$ cat config.mk
export PLATFORM = sky130hd
export DESIGN_NAME = sec_apb_top
export DESIGN_NICKNAME = d
export VERILOG_FILES = /design/src/logic/ecc_pkg.sv /design/src/logic/apb_pkg.sv /design/src/logic/ecc_if.sv /design/src/logic/sec_regs.sv /design/src/logic/syndrome_gen.sv /design/src/logic/error_locator.sv /design/src/logic/sec_apb_top.sv
export SDC_FILE = /design/constraint.sdc
export NUM_CORES = 1
export LEC_CHECK = 0
export ABC_CLOCK_PERIOD_IN_PS = 7400
export BUFFER_PORTS_ARGS = -buffer_cell sky130_fd_sc_hd__buf_2
export CAP_MARGIN = 25
export CORE_UTILIZATION = 56
export CTS_CLUSTER_SIZE = 24
export DETAILED_ROUTE_END_ITERATION = 8
export PLACE_DENSITY = 0.88
export SETUP_SLACK_MARGIN = 0.3
export SLEW_MARGIN = 40
export SYNTH_ARGS = -nofsm -noshare
export SYNTH_HDL_FRONTEND = slang
export SYNTH_SLANG_ARGS = --single-unit
$ cat constraint.sdc
create_clock -name pclk -period 7.4 [get_ports pclk]
set_input_delay 1.48 -clock pclk [delete_from_list [all_inputs] [get_ports pclk]]
set_output_delay 1.48 -clock pclk [all_outputs]
set_load 0.005 [all_outputs]
$ cat src/logic/ecc_pkg.sv
/*
  ecc_pkg
  widths and types of the 32+8 single-error-correcting code. also holds the
  nibble-pair table that ties every nibble to two syndrome bits, shared by
  the syndrome trees and the error locator.
*/
`default_nettype none

package ecc_pkg;

  localparam int DATA_W   = 32;                 // data bits per word.
  localparam int CHECK_W  = 8;                  // check and syndrome bits.
  localparam int NIBBLE_W = 4;                  // bits per nibble group.
  localparam int HALF_W   = DATA_W / 2;         // data bits per half word.
  localparam int HALF_NIB = HALF_W / NIBBLE_W;  // nibbles per half word.
  localparam int SYN_HALF = CHECK_W / 2;        // syndrome bits per half.

  // pair pattern per nibble, indexed by nibble number within its half.
  // low-half nibbles hit syndrome bits 7..4, high-half nibbles hit 3..0.
  localparam logic [HALF_NIB-1:0][SYN_HALF-1:0] PAIR_PAT = {
    4'b1010,  // nibble 3 and 7.
    4'b0110,  // nibble 2 and 6.
    4'b1001,  // nibble 1 and 5.
    4'b0101   // nibble 0 and 4.
  };

  typedef logic [DATA_W-1:0]  data_t;
  typedef logic [CHECK_W-1:0] check_t;
  typedef logic [CHECK_W-1:0] syndrome_t;

  // decoder outcome, located sits in the lsb.
  typedef struct packed {
    logic unlocated;  // nonzero syndrome that points to no data bit.
    logic located;    // one data bit was flipped back.
  } ecc_status_t;

endpackage

`default_nettype wire

$ cat src/logic/apb_pkg.sv
/*
  apb_pkg
  bus widths, register map and field positions of the sec peripheral.
*/
`default_nettype none

package apb_pkg;

  localparam int APB_ADDR_W = 4;   // byte address within the block.
  localparam int APB_DATA_W = 32;

  typedef logic [APB_ADDR_W-1:0] reg_addr_t;

  // register offsets.
  localparam reg_addr_t REG_DATA   = 4'h0;  // data word, read/write.
  localparam reg_addr_t REG_CHECK  = 4'h4;  // check bits and enable.
  localparam reg_addr_t REG_CORR   = 4'h8;  // corrected word, read-only.
  localparam reg_addr_t REG_STATUS = 4'hC;  // syndrome and flags, read-only.

  // enable flag position in REG_CHECK, check bits sit below it.
  localparam int CHECK_EN_BIT = 8;

endpackage

`default_nettype wire

$ cat src/logic/ecc_if.sv
/*
  ecc_if
  carries the codeword from the register block to the decoder, and the
  syndrome, corrected word and status back again.
*/
`timescale 1ns/1ps
`default_nettype none

interface ecc_if;

  ecc_pkg::data_t      data;       // stored data word.
  ecc_pkg::check_t     check;      // stored check bits.
  logic                check_en;   // check bits take part when set.
  ecc_pkg::syndrome_t  syndrome;
  ecc_pkg::data_t      corrected;
  ecc_pkg::ecc_status_t status;

  // register block side.
  modport regs (
    output data, check, check_en,
    input  corrected, syndrome, status
  );

  // syndrome trees.
  modport syn (
    input  data, check, check_en,
    output syndrome
  );

  // locator and correction.
  modport loc (
    input  data, syndrome,
    output corrected, status
  );

endinterface

`default_nettype wire

$ cat src/logic/sec_regs.sv
/*
  sec_regs
  apb slave of the sec peripheral. holds the data word, check bits and
  check enable, and returns them or the decoder results on reads.
  no wait states. unmapped offsets and writes to read-only registers
  answer with pslverr and change nothing.
*/
`timescale 1ns/1ps
`default_nettype none

module sec_regs (
  input  logic                             pclk,
  input  logic                             rst_n,
  input  logic                             psel,
  input  logic                             penable,
  input  logic                             pwrite,
  input  apb_pkg::reg_addr_t               paddr,
  input  logic [apb_pkg::APB_DATA_W-1:0]   pwdata,
  output logic [apb_pkg::APB_DATA_W-1:0]   prdata,
  output logic                             pready,
  output logic                             pslverr,
  ecc_if.regs                              ecc
);

  logic                           access;     // access phase.
  logic                           mapped;
  logic                           read_only;
  logic                           wr_en;
  logic [apb_pkg::APB_DATA_W-1:0] rd_mux;
  ecc_pkg::data_t                 data_q;
  ecc_pkg::check_t                check_q;
  logic                           check_en_q;

  assign access = psel & penable;

  // address decode and read-back mux.
  always_comb begin
    mapped    = 1'b1;
    read_only = 1'b0;
    rd_mux    = '0;
    case (paddr)
      apb_pkg::REG_DATA: begin
        rd_mux = data_q;
      end
      apb_pkg::REG_CHECK: begin
        rd_mux[ecc_pkg::CHECK_W-1:0]  = check_q;
        rd_mux[apb_pkg::CHECK_EN_BIT] = check_en_q;
      end
      apb_pkg::REG_CORR: begin
        read_only = 1'b1;
        rd_mux    = ecc.corrected;  // decoded from the current registers.
      end
      apb_pkg::REG_STATUS: begin
        read_only = 1'b1;
        rd_mux[ecc_pkg::CHECK_W-1:0] = ecc.syndrome;
        rd_mux[ecc_pkg::CHECK_W +: $bits(ecc_pkg::ecc_status_t)] = ecc.status;
      end
      default: begin
        mapped = 1'b0;
      end
    endcase
  end

  assign wr_en   = access & pwrite & mapped & ~read_only;
  assign pready  = 1'b1;  // never stretches an access.
  assign pslverr = access & (~mapped | (pwrite & read_only));
  assign prdata  = (access & ~pwrite) ? rd_mux : '0;

  // writes land on the edge that closes the access phase.
  always_ff @(posedge pclk) begin
    if (!rst_n) begin
      data_q     <= '0;
      check_q    <= '0;
      check_en_q <= 1'b0;
    end else if (wr_en) begin
      if (paddr == apb_pkg::REG_DATA) begin
        data_q <= pwdata;
      end
      if (paddr == apb_pkg::REG_CHECK) begin
        check_q    <= pwdata[ecc_pkg::CHECK_W-1:0];
        check_en_q <= pwdata[apb_pkg::CHECK_EN_BIT];
      end
    end
  end

  // codeword to the decoder.
  assign ecc.data     = data_q;
  assign ecc.check    = check_q;
  assign ecc.check_en = check_en_q;

endmodule

`default_nettype wire

$ cat src/logic/syndrome_gen.sv
/*
  syndrome_gen
  staged parity trees of the sec code. each nibble reduces to one parity
  bit, the nibble parities fold along the pair table, and the position
  parities of each half are added in. check bits join only when enabled.
*/
`timescale 1ns/1ps
`default_nettype none

module syndrome_gen (
  ecc_if.syn ecc
);

  logic [2*ecc_pkg::HALF_NIB-1:0] nib_par;  // one parity bit per nibble.
  logic [ecc_pkg::SYN_HALF-1:0]   pos_lo;   // bit-position parity, low half.
  logic [ecc_pkg::SYN_HALF-1:0]   pos_hi;   // bit-position parity, high half.
  logic [ecc_pkg::SYN_HALF-1:0]   pair_lo;  // low-half nibbles folded by pair.
  logic [ecc_pkg::SYN_HALF-1:0]   pair_hi;  // high-half nibbles folded by pair.
  ecc_pkg::check_t                check_gated;

  // first stage, nibble parity.
  always_comb begin
    for (int n = 0; n < 2*ecc_pkg::HALF_NIB; n++) begin
      nib_par[n] = ^ecc.data[n*ecc_pkg::NIBBLE_W +: ecc_pkg::NIBBLE_W];
    end
  end

  // position parity, one tree per bit position and half.
  always_comb begin
    pos_lo = '0;
    pos_hi = '0;
    for (int p = 0; p < ecc_pkg::NIBBLE_W; p++) begin
      for (int n = 0; n < ecc_pkg::HALF_NIB; n++) begin
        pos_lo[p] = pos_lo[p] ^ ecc.data[n*ecc_pkg::NIBBLE_W + p];
        pos_hi[p] = pos_hi[p] ^ ecc.data[ecc_pkg::HALF_W + n*ecc_pkg::NIBBLE_W + p];
      end
    end
  end

  // a nibble feeds the two syndrome bits set in its pair pattern.
  always_comb begin
    pair_lo = '0;
    pair_hi = '0;
    for (int j = 0; j < ecc_pkg::SYN_HALF; j++) begin
      for (int n = 0; n < ecc_pkg::HALF_NIB; n++) begin
        pair_lo[j] = pair_lo[j] ^ (nib_par[n] & ecc_pkg::PAIR_PAT[n][j]);
        pair_hi[j] = pair_hi[j] ^ (nib_par[ecc_pkg::HALF_NIB + n] & ecc_pkg::PAIR_PAT[n][j]);
      end
    end
  end

  assign check_gated = ecc.check & {ecc_pkg::CHECK_W{ecc.check_en}};

  // low half positions meet high half pairs and the other way round.
  assign ecc.syndrome = {pos_hi ^ pair_lo, pos_lo ^ pair_hi} ^ check_gated;

endmodule

`default_nettype wire

$ cat src/logic/error_locator.sv
/*
  error_locator
  turns the syndrome into a flip mask and corrects the data word.
  a data bit is hit when one syndrome half is one-hot at its position and
  the other half matches its nibble-pair pattern. anything else nonzero
  is reported as unlocated and leaves the data as it is.
*/
`timescale 1ns/1ps
`default_nettype none

module error_locator (
  ecc_if.loc ecc
);

  logic [ecc_pkg::SYN_HALF-1:0] syn_lo;
  logic [ecc_pkg::SYN_HALF-1:0] syn_hi;
  logic                         lo_onehot;
  logic                         hi_onehot;
  logic [ecc_pkg::NIBBLE_W-1:0] pos_hit_lo;   // position of an error in low half.
  logic [ecc_pkg::NIBBLE_W-1:0] pos_hit_hi;   // position of an error in high half.
  logic [ecc_pkg::HALF_NIB-1:0] pair_hit_lo;  // nibble of a high-half error.
  logic [ecc_pkg::HALF_NIB-1:0] pair_hit_hi;  // nibble of a low-half error.
  ecc_pkg::data_t               flip_mask;

  assign syn_lo = ecc.syndrome[ecc_pkg::SYN_HALF-1:0];
  assign syn_hi = ecc.syndrome[ecc_pkg::CHECK_W-1:ecc_pkg::SYN_HALF];

  assign lo_onehot = $onehot(syn_lo);
  assign hi_onehot = $onehot(syn_hi);

  assign pos_hit_lo = syn_lo & {ecc_pkg::NIBBLE_W{lo_onehot}};
  assign pos_hit_hi = syn_hi & {ecc_pkg::NIBBLE_W{hi_onehot}};

  // match each half against the pair table.
  always_comb begin
    for (int n = 0; n < ecc_pkg::HALF_NIB; n++) begin
      pair_hit_hi[n] = (syn_hi == ecc_pkg::PAIR_PAT[n]);
      pair_hit_lo[n] = (syn_lo == ecc_pkg::PAIR_PAT[n]);
    end
  end

  // one mask bit per data bit, at most one can be set.
  always_comb begin
    flip_mask = '0;
    for (int n = 0; n < ecc_pkg::HALF_NIB; n++) begin
      for (int p = 0; p < ecc_pkg::NIBBLE_W; p++) begin
        flip_mask[n*ecc_pkg::NIBBLE_W + p] = pos_hit_lo[p] & pair_hit_hi[n];
        flip_mask[ecc_pkg::HALF_W + n*ecc_pkg::NIBBLE_W + p] =
          pos_hit_hi[p] & pair_hit_lo[n];
      end
    end
  end

  assign ecc.corrected = ecc.data ^ flip_mask;

  // check-bit errors and multi-bit errors end up here.
  assign ecc.status.located   = |flip_mask;
  assign ecc.status.unlocated = (|ecc.syndrome) & ~(|flip_mask);

endmodule

`default_nettype wire

$ cat src/logic/sec_apb_top.sv
/*
  sec_apb_top
  single-error-correcting decoder as an apb peripheral. the register
  block feeds the syndrome trees and the locator over ecc_if, and the
  decoder results are read back through the same block.
*/
`timescale 1ns/1ps
`default_nettype none

module sec_apb_top (
  input  logic                           pclk,
  input  logic                           rst_n,
  input  logic                           psel,
  input  logic                           penable,
  input  logic                           pwrite,
  input  apb_pkg::reg_addr_t             paddr,
  input  logic [apb_pkg::APB_DATA_W-1:0] pwdata,
  output logic [apb_pkg::APB_DATA_W-1:0] prdata,
  output logic                           pready,
  output logic                           pslverr
);

  ecc_if u_ecc ();  // codeword and decoder results.

  sec_regs u_sec_regs (
    .pclk    (pclk),
    .rst_n   (rst_n),
    .psel    (psel),
    .penable (penable),
    .pwrite  (pwrite),
    .paddr   (paddr),
    .pwdata  (pwdata),
    .prdata  (prdata),
    .pready  (pready),
    .pslverr (pslverr),
    .ecc     (u_ecc.regs)
  );

  // combinational from here on.
  syndrome_gen u_syndrome_gen (
    .ecc (u_ecc.syn)
  );

  error_locator u_error_locator (
    .ecc (u_ecc.loc)
  );

endmodule

`default_nettype wire

* Yosys cells after proc, flatten, opt, wreduce, memory -nomap -nowiden
Cells that the tools add are included.
** Word-level totals
- Flip-flop bits (word level) :: 41
- Bits in latches :: 0
- Bits in writable memories :: 0
- Memory bits (read-only) :: 0
- Bits of input ports :: 41
- Output and inout port bits :: 34
- Word-level logic and storage cells :: 127
- Memories :: 0
** Cells by class
- Add/sub/neg operators :: 6
- $mul :: 0
- Divide/modulo/power cells :: 0
- $lt $le $gt $ge :: 0
- Equality and inequality tests :: 13
- Shift-type cells :: 0
- Multiplexer cells :: 6
- Bitwise logic cells :: 84
- Reductions and logical operators :: 15
** Operators with widths (count)
- $pmux 22 s2 :: 1
- $and 1x1->1 :: 40
- $pmux 9 s4 :: 1
- $mux 32 :: 1
- $reduce_or 32->1 :: 1
- $reduce_xor 4->1 :: 8
- $xor 1x1->1 :: 32
- $xor 32x32->32 :: 1
- $eq 4x4->1 const B :: 6
- $eq 4x3->1 const B :: 5
- $add 1x1->2 :: 4
- $and 4x4->4 :: 2
- $and 8x8->8 :: 1
- $reduce_or 8->1 :: 1
- $xor 4x4->4 :: 2
- $xor 8x8->8 :: 1
- $add 3x3->3 :: 2
- $eq 3x1->1 const B :: 2
- $logic_not 4->1 :: 1
- $not 1->1 :: 4
- $reduce_and 2->1 :: 2
- $reduce_or 4->1 :: 1
- $pmux 1 s3 :: 1
- $mux 1 :: 2
- other kinds (2) :: 2

* Longest topological paths before layout
Gate-level depths: netlist of run 1.
- Depth in word-level cells :: 15
- Depth in mapped cells :: 17
- Depth with buffers taken out :: 16

* By module
A second synthesis of run 1 with hierarchy kept.
** Unflattened totals
- Cell total of the unflattened synthesis :: 482
- Area total of the unflattened synthesis :: 3980.1 um^2
** By module, submodules not included
- sec_regs :: instances 1, cells each 293, area each 2312.2 um^2, seq. area each 820.8 um^2
- error_locator :: instances 1, cells each 124, area each 867.1 um^2, seq. area each 0.0 um^2
- syndrome_gen :: instances 1, cells each 65, area each 800.8 um^2, seq. area each 0.0 um^2

* Least setup slack after synthesis of run 1
OpenSTA, ideal clock, no wires.
- Path type :: reg-to-output
- Start point :: register u_sec_regs.check_en_q, in the netlist u_sec_regs.ecc.check_en
- End point :: output port prdata[8] in the netlist's numbering
- Data arrival time :: 3.732 ns
- Data required time :: 5.920 ns
- Path slack :: 2.188 ns
- Cell stages (with the launch flop) :: 16
- Buffers on the path :: 1
- Path through :: dfxtp_1 -> buf_4 -> nand2_1 -> xnor3_1 -> xor3_1 -> inv_1 -> ha_1 -> inv_1 -> ha_1 -> fa_1 -> nor3b_1 -> a21bo_2 -> a21oi_1 -> o32ai_1 -> nor4_2 -> o32ai_1
** Between the ends
- Cells in the longest elaborated chain, start to end :: 10
- Elaborated cells on any way between the ends :: 56
- Classes of those cells :: 6 x add/sub; 10 x eq/ne; 2 x mux; 37 x bitwise; 1 x reduce/logical
** Ends and longest elaborated chain
- start: declaration :: RTL line sec_regs.sv:32 : logic check_en_q;
- start signal: assignment :: RTL line sec_regs.sv:81 : check_en_q <= pwdata[apb_pkg::CHECK_EN_BIT];
- $and 8x8->8 :: RTL line syndrome_gen.sv:52 : assign check_gated = ecc.check & {ecc_pkg::CHECK_W{ecc.check_en}};
- $xor 8x8->8 :: RTL line syndrome_gen.sv:55 : assign ecc.syndrome = {pos_hi ^ pair_lo, pos_lo ^ pair_hi} ^ check_gated;
- $add 1x1->2, on equally long branches :: RTL line error_locator.sv:28, error_locator.sv:29
- $add 3x3->3, on equally long branches :: RTL line error_locator.sv:28, error_locator.sv:29
- $eq 3x1->1, on equally long branches :: RTL line error_locator.sv:28, error_locator.sv:29
- $and 4x4->4, on equally long branches :: RTL line error_locator.sv:31, error_locator.sv:32
- $and 1x1->1, on equally long branches :: RTL line error_locator.sv:47, error_locator.sv:49
- $reduce_or 32->1 or $xor 32x32->32 (tied branches) :: RTL line error_locator.sv:57, error_locator.sv:54
- $pmux 9 s4 (*) :: RTL line sec_regs.sv:41 : case (paddr)
- $mux 32 (*) :: RTL line sec_regs.sv:67 : assign prdata = (access & ~pwrite) ? rd_mux : '0;
- end: declaration :: RTL line sec_apb_top.sv:18 : output logic [apb_pkg::APB_DATA_W-1:0] prdata,
Mark *: on every way between the ends. The rest lies on a longest branch, timed or not.

* Worst setup path in the final report of run 1
Same ends and word-level chain as after synthesis.

==> results of run 1 <==
-- metrics by stage --
step                power [mW]  cells  hold WS [ns]
CTS                      0.462    574         0.546
global placement         0.288    567         0.514
finish                   0.460    574         0.541
detailed placement       0.288    567         0.534
global route             0.478    574         0.568
floorplan                0.268    446         0.496
-- layout by cell type, fill, tap and decap left out, drive strengths merged, types with 2 or more instances in the layout --
cell / n
nand3: 5
mux2i: 9
xor3: 5
clkbuf: 5
nor3: 2
a222oi: 8
a21boi: 32
or3: 6
nor3b: 2
nand2: 104
ha: 11
nor4: 2
o32ai: 2
xor2: 28
a21oi: 8
nor2: 47
inv: 11
fa: 2
nor2b: 9
buf: 75
dfxtp: 41
o21ai: 8
xnor3: 8
mux2: 8
and3: 2
xnor2: 45
-- path summary, 6_finish.rpt --
| kind | startpoint | endpoint |
|---|---|---|
| max reg2reg | u_sec_regs.ecc.check_en | u_sec_regs.ecc.check_en |
| min | u_sec_regs.ecc.data[17] | u_sec_regs.ecc.data[17] |
| min reg2reg | u_sec_regs.ecc.data[17] | u_sec_regs.ecc.data[17] |
| max | u_sec_regs.ecc.check_en | prdata[8] |
-- tightest hold or removal path, cell delays in order, from the launching register on --
cell	delay [ns]
sky130_fd_sc_hd__dfxtp_1	0.36
sky130_fd_sc_hd__nand2_1	0.07
sky130_fd_sc_hd__a21boi_0	0.06
-- routing by layer --
layer	vias up	track usage, %	share of wire [%]
met5	-	0	0
met4	0	4.56	0.86
met3	6	3.63	5.3
met2	102	47.8	48
met1	1534	38.5	46
li1	1582	-	-
-- cell type report --
type | instances | share of cell area (%)
clock buffers | 5 | 1.69
repair buffers | 75 | 9.35
well taps | 75 | 2.31
inverters | 11 | 1.01
clock inverters | 2 | 0.861
multi-input cells | 365 | 64.6
flip-flops and latches | 41 | 20.2
-- flip-flops by register name, summed over array words and instances, names as in the netlist --
| register | count |
|---|---|
| u_sec_regs.ecc.data | 32 |
| u_sec_regs.ecc.check_en | 1 |
| u_sec_regs.ecc.check | 8 |
-- report_power, final --
group	leakage, nW	internal [mW]	switching, mW
sequential	0.330	0.221	0.00147
clock	0.0540	0.0981	0.0775
combinational	1.38	0.0277	0.0341
total	1.76	0.347	0.113
-- cells by family after synthesis --
logic type | Yosys count
xor gates and xnor gates | 86
and+or+nand+nor | 182
muxes | 17
AOI/OAI and AO/OA | 66
DFF | 41
other | 1
buffers and inverters | 40
adders and majority gates | 13
==> impl_metrics.prom, run 1 <==
# TYPE chip_impl_metric gauge
chip_impl_info{name="status",value="complete, no violations"} 1
chip_impl_metric{name="global_route_wire_length_before_repair",unit="µm"} 14200
chip_impl_metric{name="postSynthAreaPerCell",unit="µm²"} 8.11
chip_impl_metric{name="fillerInstances",unit=""} 530
chip_impl_metric{name="worst_skew_pair.late_latency",unit="ns"} 0.29
chip_impl_metric{name="port_buffers",unit=""} 73
chip_impl_metric{name="clock-sinks",unit=""} 41
chip_impl_metric{name="yosys.cell_types.count",unit=""} 42
chip_impl_metric{name="post-dp-hpwl",unit="µm"} 6870
chip_impl_info{name="synth_top_cell_by_area",value="sky130_fd_sc_hd__dfxtp_1"} 1
chip_impl_metric{name="accumulated_negative_setup_slack",unit="ns"} 0
chip_impl_info{name="hold_path.class",value="flip-flop to flip-flop"} 1
chip_impl_info{name="cts.root.buffer_cell",value="sky130_fd_sc_hd__clkbuf_8"} 1
chip_impl_info{name="setup_crit_end_kind",value="output port"} 1
chip_impl_metric{name="placedInstanceArea",unit="µm²"} 3960
chip_impl_metric{name="report.final.hold_viol_count",unit=""} 0
chip_impl_metric{name="synthSimpleGateAreaFrac",unit="%"} 21.3
chip_impl_metric{name="h-tree-depth",unit=""} 2
chip_impl_info{name="setup_repair_after_global_routing_missed_its_margin",value="false"} 1
chip_impl_info{name="combinational_family_with_the_most_area_after_synthesis",value="XOR/XNOR gates"} 1
chip_impl_metric{name="report.final.slew_viol_count",unit=""} 0
chip_impl_metric{name="final_antenna_net_count",unit=""} 0
chip_impl_metric{name="synth-seq-cells",unit=""} 41
chip_impl_metric{name="dieArea",unit="µm²"} 6780
chip_impl_info{name="cp_top_family",value="XOR/XNOR gates"} 1
chip_impl_metric{name="viasPerCell",unit=""} 5.62
chip_impl_metric{name="slowest_delay",unit="ns"} 0.74
chip_impl_info{name="dominantRegCellSynth",value="sky130_fd_sc_hd__dfxtp_1"} 1
chip_impl_metric{name="remaining_drc_errors",unit=""} 0
chip_impl_metric{name="setup_viol",unit=""} 0
chip_impl_metric{name="holdBufCountCts",unit=""} 0
chip_impl_metric{name="synth.top_cell.area_share",unit="%"} 22.7
chip_impl_metric{name="final_design_area_no_fill",unit="µm²"} 4070
chip_impl_metric{name="yosys.area_share.adder",unit="%"} 4.91
chip_impl_metric{name="pin_count",unit=""} 75
chip_impl_metric{name="multi_input_comb_area",unit="µm²"} 2630
chip_impl_metric{name="leakage",unit="nW"} 1.76
chip_impl_metric{name="drtIter0Drc",unit=""} 266
chip_impl_metric{name="synthesized_area_fraction_occupied_by_ao_oa_aoi_and_oai_cells",unit="%"} 13.8
chip_impl_metric{name="drt-total-wl",unit="µm"} 8930
chip_impl_metric{name="core",unit="µm²"} 6060
chip_impl_metric{name="area.sequential",unit="µm²"} 821
chip_impl_metric{name="vias",unit=""} 3224
chip_impl_metric{name="die_width",unit="µm"} 82.4
chip_impl_info{name="cts_tree",value="done"} 1
chip_impl_info{name="crit_chain",value="nand2_1 -> xnor3_1 -> xor3_1 -> inv_1 -> ha_1 -> ha_1 -> fa_1 -> nor3b_1 -> nand2_1 -> nand2_1 -> nand2_1 -> a211oi_2 -> nor4_2 -> o32ai_1 -> buf_2"} 1
chip_impl_metric{name="placement.setup.worst_slack",unit="ns"} 1.51
chip_impl_metric{name="fmax",unit="MHz"} 164
chip_impl_metric{name="via_count_of_the_first_global_routing_pass",unit=""} 2924
chip_impl_metric{name="post_synth_edffs",unit=""} 0
chip_impl_metric{name="overall_fraction_of_global_route_tracks_in_use",unit="%"} 28.1
chip_impl_metric{name="power_per_cell_area",unit="nW/µm²"} 113
chip_impl_metric{name="worst-path-stages",unit=""} 15
chip_impl_metric{name="antenna_cells_inserted",unit=""} 0
chip_impl_metric{name="yosys-mux-area-fraction",unit="%"} 4.98
chip_impl_metric{name="min_period_over_period",unit="%"} 82.6
chip_impl_metric{name="synth_xor_area_share",unit="%"} 27.2
chip_impl_metric{name="layout.core_utilization",unit="%"} 67.1
chip_impl_metric{name="worst-endpoint-required",unit="ns"} 5.92
chip_impl_metric{name="nNetsFinal",unit=""} 553
chip_impl_metric{name="grt_start_max_net_pins",unit=""} 42
chip_impl_metric{name="fin_crit",unit="ns"} 6.11
chip_impl_metric{name="synth-async-reset-ratio",unit="%"} 0
chip_impl_metric{name="die_h",unit="µm"} 82.4
chip_impl_metric{name="clk_pin_slew_worst_paths",unit="ns"} 0.08
chip_impl_metric{name="weighted_congestion_at_the_end_of_routability_driven_global_placement",unit=""} 0.867
chip_impl_metric{name="cp.buffers_inverters",unit=""} 2
chip_impl_info{name="crit_path_frequent_cell",value="sky130_fd_sc_hd__nand2_1"} 1
chip_impl_metric{name="cts.repair_timing.setup_buffer_count",unit=""} 0
chip_impl_metric{name="timing.clock.skew",unit="ns"} 0
chip_impl_metric{name="slew_headroom",unit="%"} 55.4
chip_impl_metric{name="wl_per_cell",unit="µm"} 15.6
chip_impl_metric{name="globalRoute.totalOverflow",unit=""} 0
chip_impl_metric{name="numCtsBuffers",unit=""} 5
chip_impl_metric{name="floorplan.rows",unit=""} 28
chip_impl_metric{name="drive_gt1_share",unit="%"} 21.2
chip_impl_metric{name="vdd.ir_drop.worst",unit="mV"} 0.108
chip_impl_metric{name="first_pass_iters",unit=""} 6
chip_impl_metric{name="worstPathArrival",unit="ns"} 4.63
chip_impl_info{name="synth_top_cells_by_count",value="sky130_fd_sc_hd__nand2_1 (104), sky130_fd_sc_hd__nor2_1 (47), sky130_fd_sc_hd__dfxtp_1 (41), sky130_fd_sc_hd__xnor2_1 (39), sky130_fd_sc_hd__a21boi_0 (32)"} 1
chip_impl_metric{name="sequential_area_share_after_synthesis",unit="%"} 22.7
chip_impl_metric{name="setup_ws",unit="ns"} 1.29
chip_impl_info{name="yosysMostFrequentCell",value="sky130_fd_sc_hd__nand2_1"} 1
chip_impl_metric{name="cts-root-to-sink-buffers",unit=""} 2
chip_impl_metric{name="maximum_fanout_along_the_worst_path",unit=""} 14
chip_impl_metric{name="min_delay_path_depth",unit=""} 2
chip_impl_metric{name="syn_to_final_growth",unit="%"} 12.5
chip_impl_metric{name="maxCapViolCount",unit=""} 0
chip_impl_metric{name="grt_antenna_before_repair",unit=""} 0
chip_impl_info{name="setup.worst_path.start_class",value="flip-flop"} 1
chip_impl_metric{name="synth.net_count",unit=""} 500
chip_impl_metric{name="worst_pin_slew",unit="ns"} 0.668
chip_impl_metric{name="postSynthCellCount",unit=""} 446
chip_impl_metric{name="rrSetupSlack",unit="ns"} 6.55
chip_impl_info{name="path_class",value="flip-flop to output port"} 1
chip_impl_info{name="worst_path_max_delay_cell",value="sky130_fd_sc_hd__xor3_1"} 1
chip_impl_metric{name="reg2reg_depth",unit=""} 2
chip_impl_info{name="synth.top_cells.by_area",value="sky130_fd_sc_hd__dfxtp_1 (23%), sky130_fd_sc_hd__nand2_1 (11%), sky130_fd_sc_hd__xnor2_1 (9.4%)"} 1
chip_impl_metric{name="yosys_warnings",unit=""} 0
chip_impl_metric{name="post_synth_instance_area",unit="µm²"} 3620
chip_impl_metric{name="cts_resized",unit=""} 0
chip_impl_metric{name="start_util",unit="%"} 59.7
(Power assumes the default switching activity.)
==> run 2, diff against run 1 <==
--- a/config.mk
+++ b/config.mk
@@ -5,13 +5,14 @@
 export SDC_FILE = /design/constraint.sdc
 export NUM_CORES = 1
 export LEC_CHECK = 0
-export ABC_CLOCK_PERIOD_IN_PS = 7400
+export ABC_AREA = 1
+export ABC_CLOCK_PERIOD_IN_PS = 5600
 export BUFFER_PORTS_ARGS = -buffer_cell sky130_fd_sc_hd__buf_2
 export CAP_MARGIN = 25
-export CORE_UTILIZATION = 56
+export CORE_UTILIZATION = 52
 export CTS_CLUSTER_SIZE = 24
 export DETAILED_ROUTE_END_ITERATION = 8
-export PLACE_DENSITY = 0.88
+export PLACE_DENSITY = 0.85
 export SETUP_SLACK_MARGIN = 0.3
 export SLEW_MARGIN = 40
 export SYNTH_ARGS = -nofsm -noshare
==> constraint.sdc (replaced) <==
create_clock -name pclk -period 5.6 [get_ports pclk]
set_input_delay 1.12 -clock pclk [delete_from_list [all_inputs] [get_ports pclk]]
set_output_delay 1.12 -clock pclk [all_outputs]
set_load 0.005 [all_outputs]
==> impl_metrics.prom, run 2 <==
# TYPE chip_impl_metric gauge
chip_impl_metric{name="worst-endpoint-required",unit="ns"} 4.48
chip_impl_metric{name="nNetsFinal",unit=""} 914
chip_impl_metric{name="antenna_cells_inserted",unit=""} 0
chip_impl_metric{name="drt-total-wl",unit="µm"} 14100
chip_impl_info{name="mostFrequentLayoutCells",value="sky130_fd_sc_hd__nand2_1 (298), sky130_fd_sc_hd__buf_2 (73), sky130_fd_sc_hd__o21ai_0 (67), sky130_fd_sc_hd__nand3_1 (53), sky130_fd_sc_hd__inv_1 (50)"} 1
chip_impl_metric{name="post-dp-hpwl",unit="µm"} 10000
chip_impl_metric{name="slowest_delay",unit="ns"} 0.49
chip_impl_metric{name="worst_pin_slew",unit="ns"} 0.740
chip_impl_metric{name="numCtsBuffers",unit=""} 5
chip_impl_metric{name="dieArea",unit="µm²"} 8680
chip_impl_metric{name="final_design_area_no_fill",unit="µm²"} 5130
chip_impl_metric{name="maximum_fanout_along_the_worst_path",unit=""} 9
chip_impl_metric{name="number_of_flip_flops_in_the_largest_register",unit=""} 32
chip_impl_info{name="hold_path.class",value="flip-flop to flip-flop"} 1
chip_impl_metric{name="yosys.cell_types.count",unit=""} 34
chip_impl_metric{name="synth-async-reset-ratio",unit="%"} 0
chip_impl_info{name="combinational_family_with_the_most_area_after_synthesis",value="simple AND/OR/NAND/NOR gates"} 1
chip_impl_metric{name="pin_count",unit=""} 75
chip_impl_metric{name="yosys_warnings",unit=""} 0
chip_impl_metric{name="post_synth_edffs",unit=""} 0
chip_impl_metric{name="report.final.hold_viol_count",unit=""} 0
chip_impl_metric{name="drive_gt1_share",unit="%"} 26.6
chip_impl_metric{name="placedInstanceArea",unit="µm²"} 4770
chip_impl_info{name="timing.rr.start",value="u_sec_regs.ecc.data[24]"} 1
chip_impl_metric{name="remaining_drc_errors",unit=""} 0
chip_impl_info{name="cts_tree",value="done"} 1
chip_impl_info{name="min_to",value="u_sec_regs.ecc.data[15]"} 1
chip_impl_info{name="setup_repair_after_global_routing_missed_its_margin",value="false"} 1
chip_impl_metric{name="wl_per_cell",unit="µm"} 14.6
chip_impl_metric{name="viasPerCell",unit=""} 5.70
chip_impl_metric{name="syn_to_final_growth",unit="%"} 18.7
chip_impl_metric{name="first_pass_iters",unit=""} 5
chip_impl_metric{name="accumulated_negative_setup_slack",unit="ns"} 0
chip_impl_metric{name="worst_skew_pair.late_latency",unit="ns"} 0.31
chip_impl_info{name="cts.root.buffer_cell",value="sky130_fd_sc_hd__clkbuf_8"} 1
chip_impl_info{name="mostFrequentLayoutCell",value="sky130_fd_sc_hd__nand2_1"} 1
chip_impl_metric{name="drtIter0Drc",unit=""} 535
chip_impl_metric{name="holdBufCountCts",unit=""} 0
chip_impl_metric{name="timing.clock.skew",unit="ns"} 0
chip_impl_metric{name="worstPathArrival",unit="ns"} 4.13
chip_impl_metric{name="yosys.area_share.adder",unit="%"} 4.11
chip_impl_metric{name="placement.setup.worst_slack",unit="ns"} 0.623
chip_impl_metric{name="grt_antenna_before_repair",unit=""} 0
chip_impl_metric{name="cts-root-to-sink-buffers",unit=""} 2
chip_impl_metric{name="layout.core_utilization",unit="%"} 65.1
chip_impl_metric{name="port_buffers",unit=""} 73
chip_impl_metric{name="yosys-mux-area-fraction",unit="%"} 0
chip_impl_metric{name="synthesized_area_fraction_occupied_by_ao_oa_aoi_and_oai_cells",unit="%"} 18.5
chip_impl_info{name="crit_chain",value="inv_2 -> nand2_1 -> nand2_1 -> nand2_1 -> nand3_1 -> nand2_1 -> inv_1 -> nand2_2 -> nand2_4 -> ha_1 -> inv_1 -> ha_1 -> fa_1 -> nor2_1 -> nand2_2 -> clkinvlp_4 -> nand3_2 -> nand2_1 -> nor2_1 -> nand2_1 -> nor2_4 -> nand4_1 -> a21oi_2 -> buf_2"} 1
chip_impl_metric{name="synth.top_cell.area_share",unit="%"} 26.0
chip_impl_metric{name="global_route_wire_length_before_repair",unit="µm"} 21700
chip_impl_metric{name="clock-sinks",unit=""} 41
chip_impl_metric{name="leakage",unit="nW"} 2.48
chip_impl_metric{name="final_antenna_net_count",unit=""} 0
chip_impl_metric{name="h-tree-depth",unit=""} 2
chip_impl_info{name="setup_crit_end_kind",value="output port"} 1
chip_impl_metric{name="via_count_of_the_first_global_routing_pass",unit=""} 4545
chip_impl_metric{name="fmax",unit="MHz"} 190
chip_impl_metric{name="start_util",unit="%"} 54.8
chip_impl_info{name="worstReg2RegEnd",value="u_sec_regs.ecc.data[24]"} 1
chip_impl_info{name="synth_top_cells_by_count",value="sky130_fd_sc_hd__nand2_1 (300), sky130_fd_sc_hd__o21ai_0 (67), sky130_fd_sc_hd__nand3_1 (64), sky130_fd_sc_hd__inv_1 (58), sky130_fd_sc_hd__a21oi_1 (45)"} 1
chip_impl_info{name="crit_path_frequent_cell",value="sky130_fd_sc_hd__nand2_1"} 1
chip_impl_info{name="hp-start",value="u_sec_regs.ecc.data[15]"} 1
chip_impl_metric{name="report.final.slew_viol_count",unit=""} 0
chip_impl_metric{name="rrSetupSlack",unit="ns"} 4.84
chip_impl_metric{name="synthSimpleGateAreaFrac",unit="%"} 45.8
chip_impl_metric{name="fin_crit",unit="ns"} 5.25
chip_impl_metric{name="synth.net_count",unit=""} 835
chip_impl_metric{name="overall_fraction_of_global_route_tracks_in_use",unit="%"} 31.3
chip_impl_metric{name="postSynthAreaPerCell",unit="µm²"} 5.54
chip_impl_info{name="dominantRegCellSynth",value="sky130_fd_sc_hd__dfxtp_1"} 1
chip_impl_metric{name="core",unit="µm²"} 7890
chip_impl_metric{name="vias",unit=""} 5488
chip_impl_metric{name="die_h",unit="µm"} 93.2
chip_impl_metric{name="reg2reg_depth",unit=""} 2
chip_impl_info{name="setup.worst_path.start_class",value="flip-flop"} 1
chip_impl_metric{name="min_period_over_period",unit="%"} 93.8
chip_impl_metric{name="post_synth_instance_area",unit="µm²"} 4320
chip_impl_metric{name="floorplan.rows",unit=""} 32
chip_impl_metric{name="slew_headroom",unit="%"} 50.6
chip_impl_metric{name="grt_start_max_net_pins",unit=""} 65
chip_impl_metric{name="totalPowerFinal",unit="mW"} 0.693
chip_impl_info{name="yosysMostFrequentCell",value="sky130_fd_sc_hd__nand2_1"} 1
chip_impl_info{name="worst_path_max_delay_cell",value="sky130_fd_sc_hd__fa_1"} 1
chip_impl_info{name="path_class",value="flip-flop to output port"} 1
chip_impl_metric{name="synth-seq-cells",unit=""} 41
chip_impl_metric{name="sequential_area_share_after_synthesis",unit="%"} 19.0
chip_impl_metric{name="maxCapViolCount",unit=""} 0
chip_impl_metric{name="clk_pin_slew_worst_paths",unit="ns"} 0.09
chip_impl_info{name="status",value="complete, no violations"} 1
chip_impl_metric{name="die_width",unit="µm"} 93.2
chip_impl_info{name="synth.top_cells.by_area",value="sky130_fd_sc_hd__nand2_1 (26%), sky130_fd_sc_hd__dfxtp_1 (19%), sky130_fd_sc_hd__o21ai_0 (7.8%)"} 1
chip_impl_metric{name="setup_viol",unit=""} 0
chip_impl_metric{name="setup_ws",unit="ns"} 0.345
chip_impl_metric{name="globalRoute.totalOverflow",unit=""} 0
chip_impl_info{name="synth_top_cell_by_area",value="sky130_fd_sc_hd__nand2_1"} 1
chip_impl_metric{name="min_delay_path_depth",unit=""} 2
chip_impl_metric{name="vdd.ir_drop.worst",unit="mV"} 0.103
chip_impl_metric{name="weighted_congestion_at_the_end_of_routability_driven_global_placement",unit=""} 1.03
chip_impl_metric{name="synth_xor_area_share",unit="%"} 2.23
chip_impl_metric{name="power_per_cell_area",unit="nW/µm²"} 135
chip_impl_metric{name="postSynthCellCount",unit=""} 781
## run 2: where the power goes
part / total [mW] / internal (mW) / switching (mW)
Combinational: 0.185 / 0.0591 / 0.125
Clock: 0.213 / 0.0902 / 0.123
Sequential: 0.295 / 0.291 / 0.00354
Total: 0.693 / 0.441 / 0.252
## run 2: cell type report
type,count,area (µm²)
Timing Repair Buffer,91,500
Inverter,96,372
Fill cell,751,2750
Tap cell,102,128
Sequential cell,41,863
Timing Repair inverter,2,15.0
Clock inverter,3,25.0
Multi-Input combinational cell,623,3160
Clock buffer,5,68.8
## run 2: how the worst max path moves through the flow
stage | from | end | slack, ns | depth (start not counted)
floorplan | u_sec_regs.ecc.data[1] | prdata[8] | 1.37 | 27
global placement | u_sec_regs.ecc.data[1] | prdata[8] | 0.70 | 27
detailed placement | u_sec_regs.ecc.data[2] | prdata[8] | 0.62 | 27
CTS | u_sec_regs.ecc.data[2] | prdata[9] | 0.36 | 26
global route | u_sec_regs.ecc.data[31] | prdata[9] | 0.21 | 24
finish | u_sec_regs.ecc.data[27] | prdata[9] | 0.35 | 24
## run 2: through the flow
step,hold slack [ns],std cells
after floorplan,0.478,781
after global placement,0.504,939
after detailed placement,0.508,939
after CTS,0.521,950
after global routing,0.526,963
final,0.507,963
## run 2: critical path, delay by kind of cell, from the launching register on
family,cells,cell delay [ns]
buffers and inverters,5,0.58
adder cells (fa/ha/maj),3,0.98
AND/OR/NAND/NOR,15,1.66
AO/OA/AOI/OAI,1,0.19
flip-flops,1,0.40
## run 2: logic make-up (layout without fill, tap and decap cells)
kind of cell	count (synthesis)	in the layout
flip-flops	41	41
buffers and inverters	117	197
other	1	1
XOR/XNOR	11	11
adder cells (fa/ha/maj)	13	13
AO/OA/AOI/OAI	144	144
AND/OR/NAND/NOR	454	454
## run 2: what timing repair did
action | in CTS | in global routing
endpoints found under the setup margin | 2 | 18
gates resized for setup | 4 | 57
cloned | 2 | 0
pin swaps | 0 | 16
setup buffers | 1 | 13
## run 2: layer usage
metal  GRT usage, %  vias up  routed length (µm)  part of all wire [%]
met3           4.47       47                1400                   9.9
met2           47.9      335                6190                    44
li1               -     2674                   -                     -
met1           45.1     2432                6130                    43
met5              0        -                   0                     0
met4           9.49        0                 374                   2.7
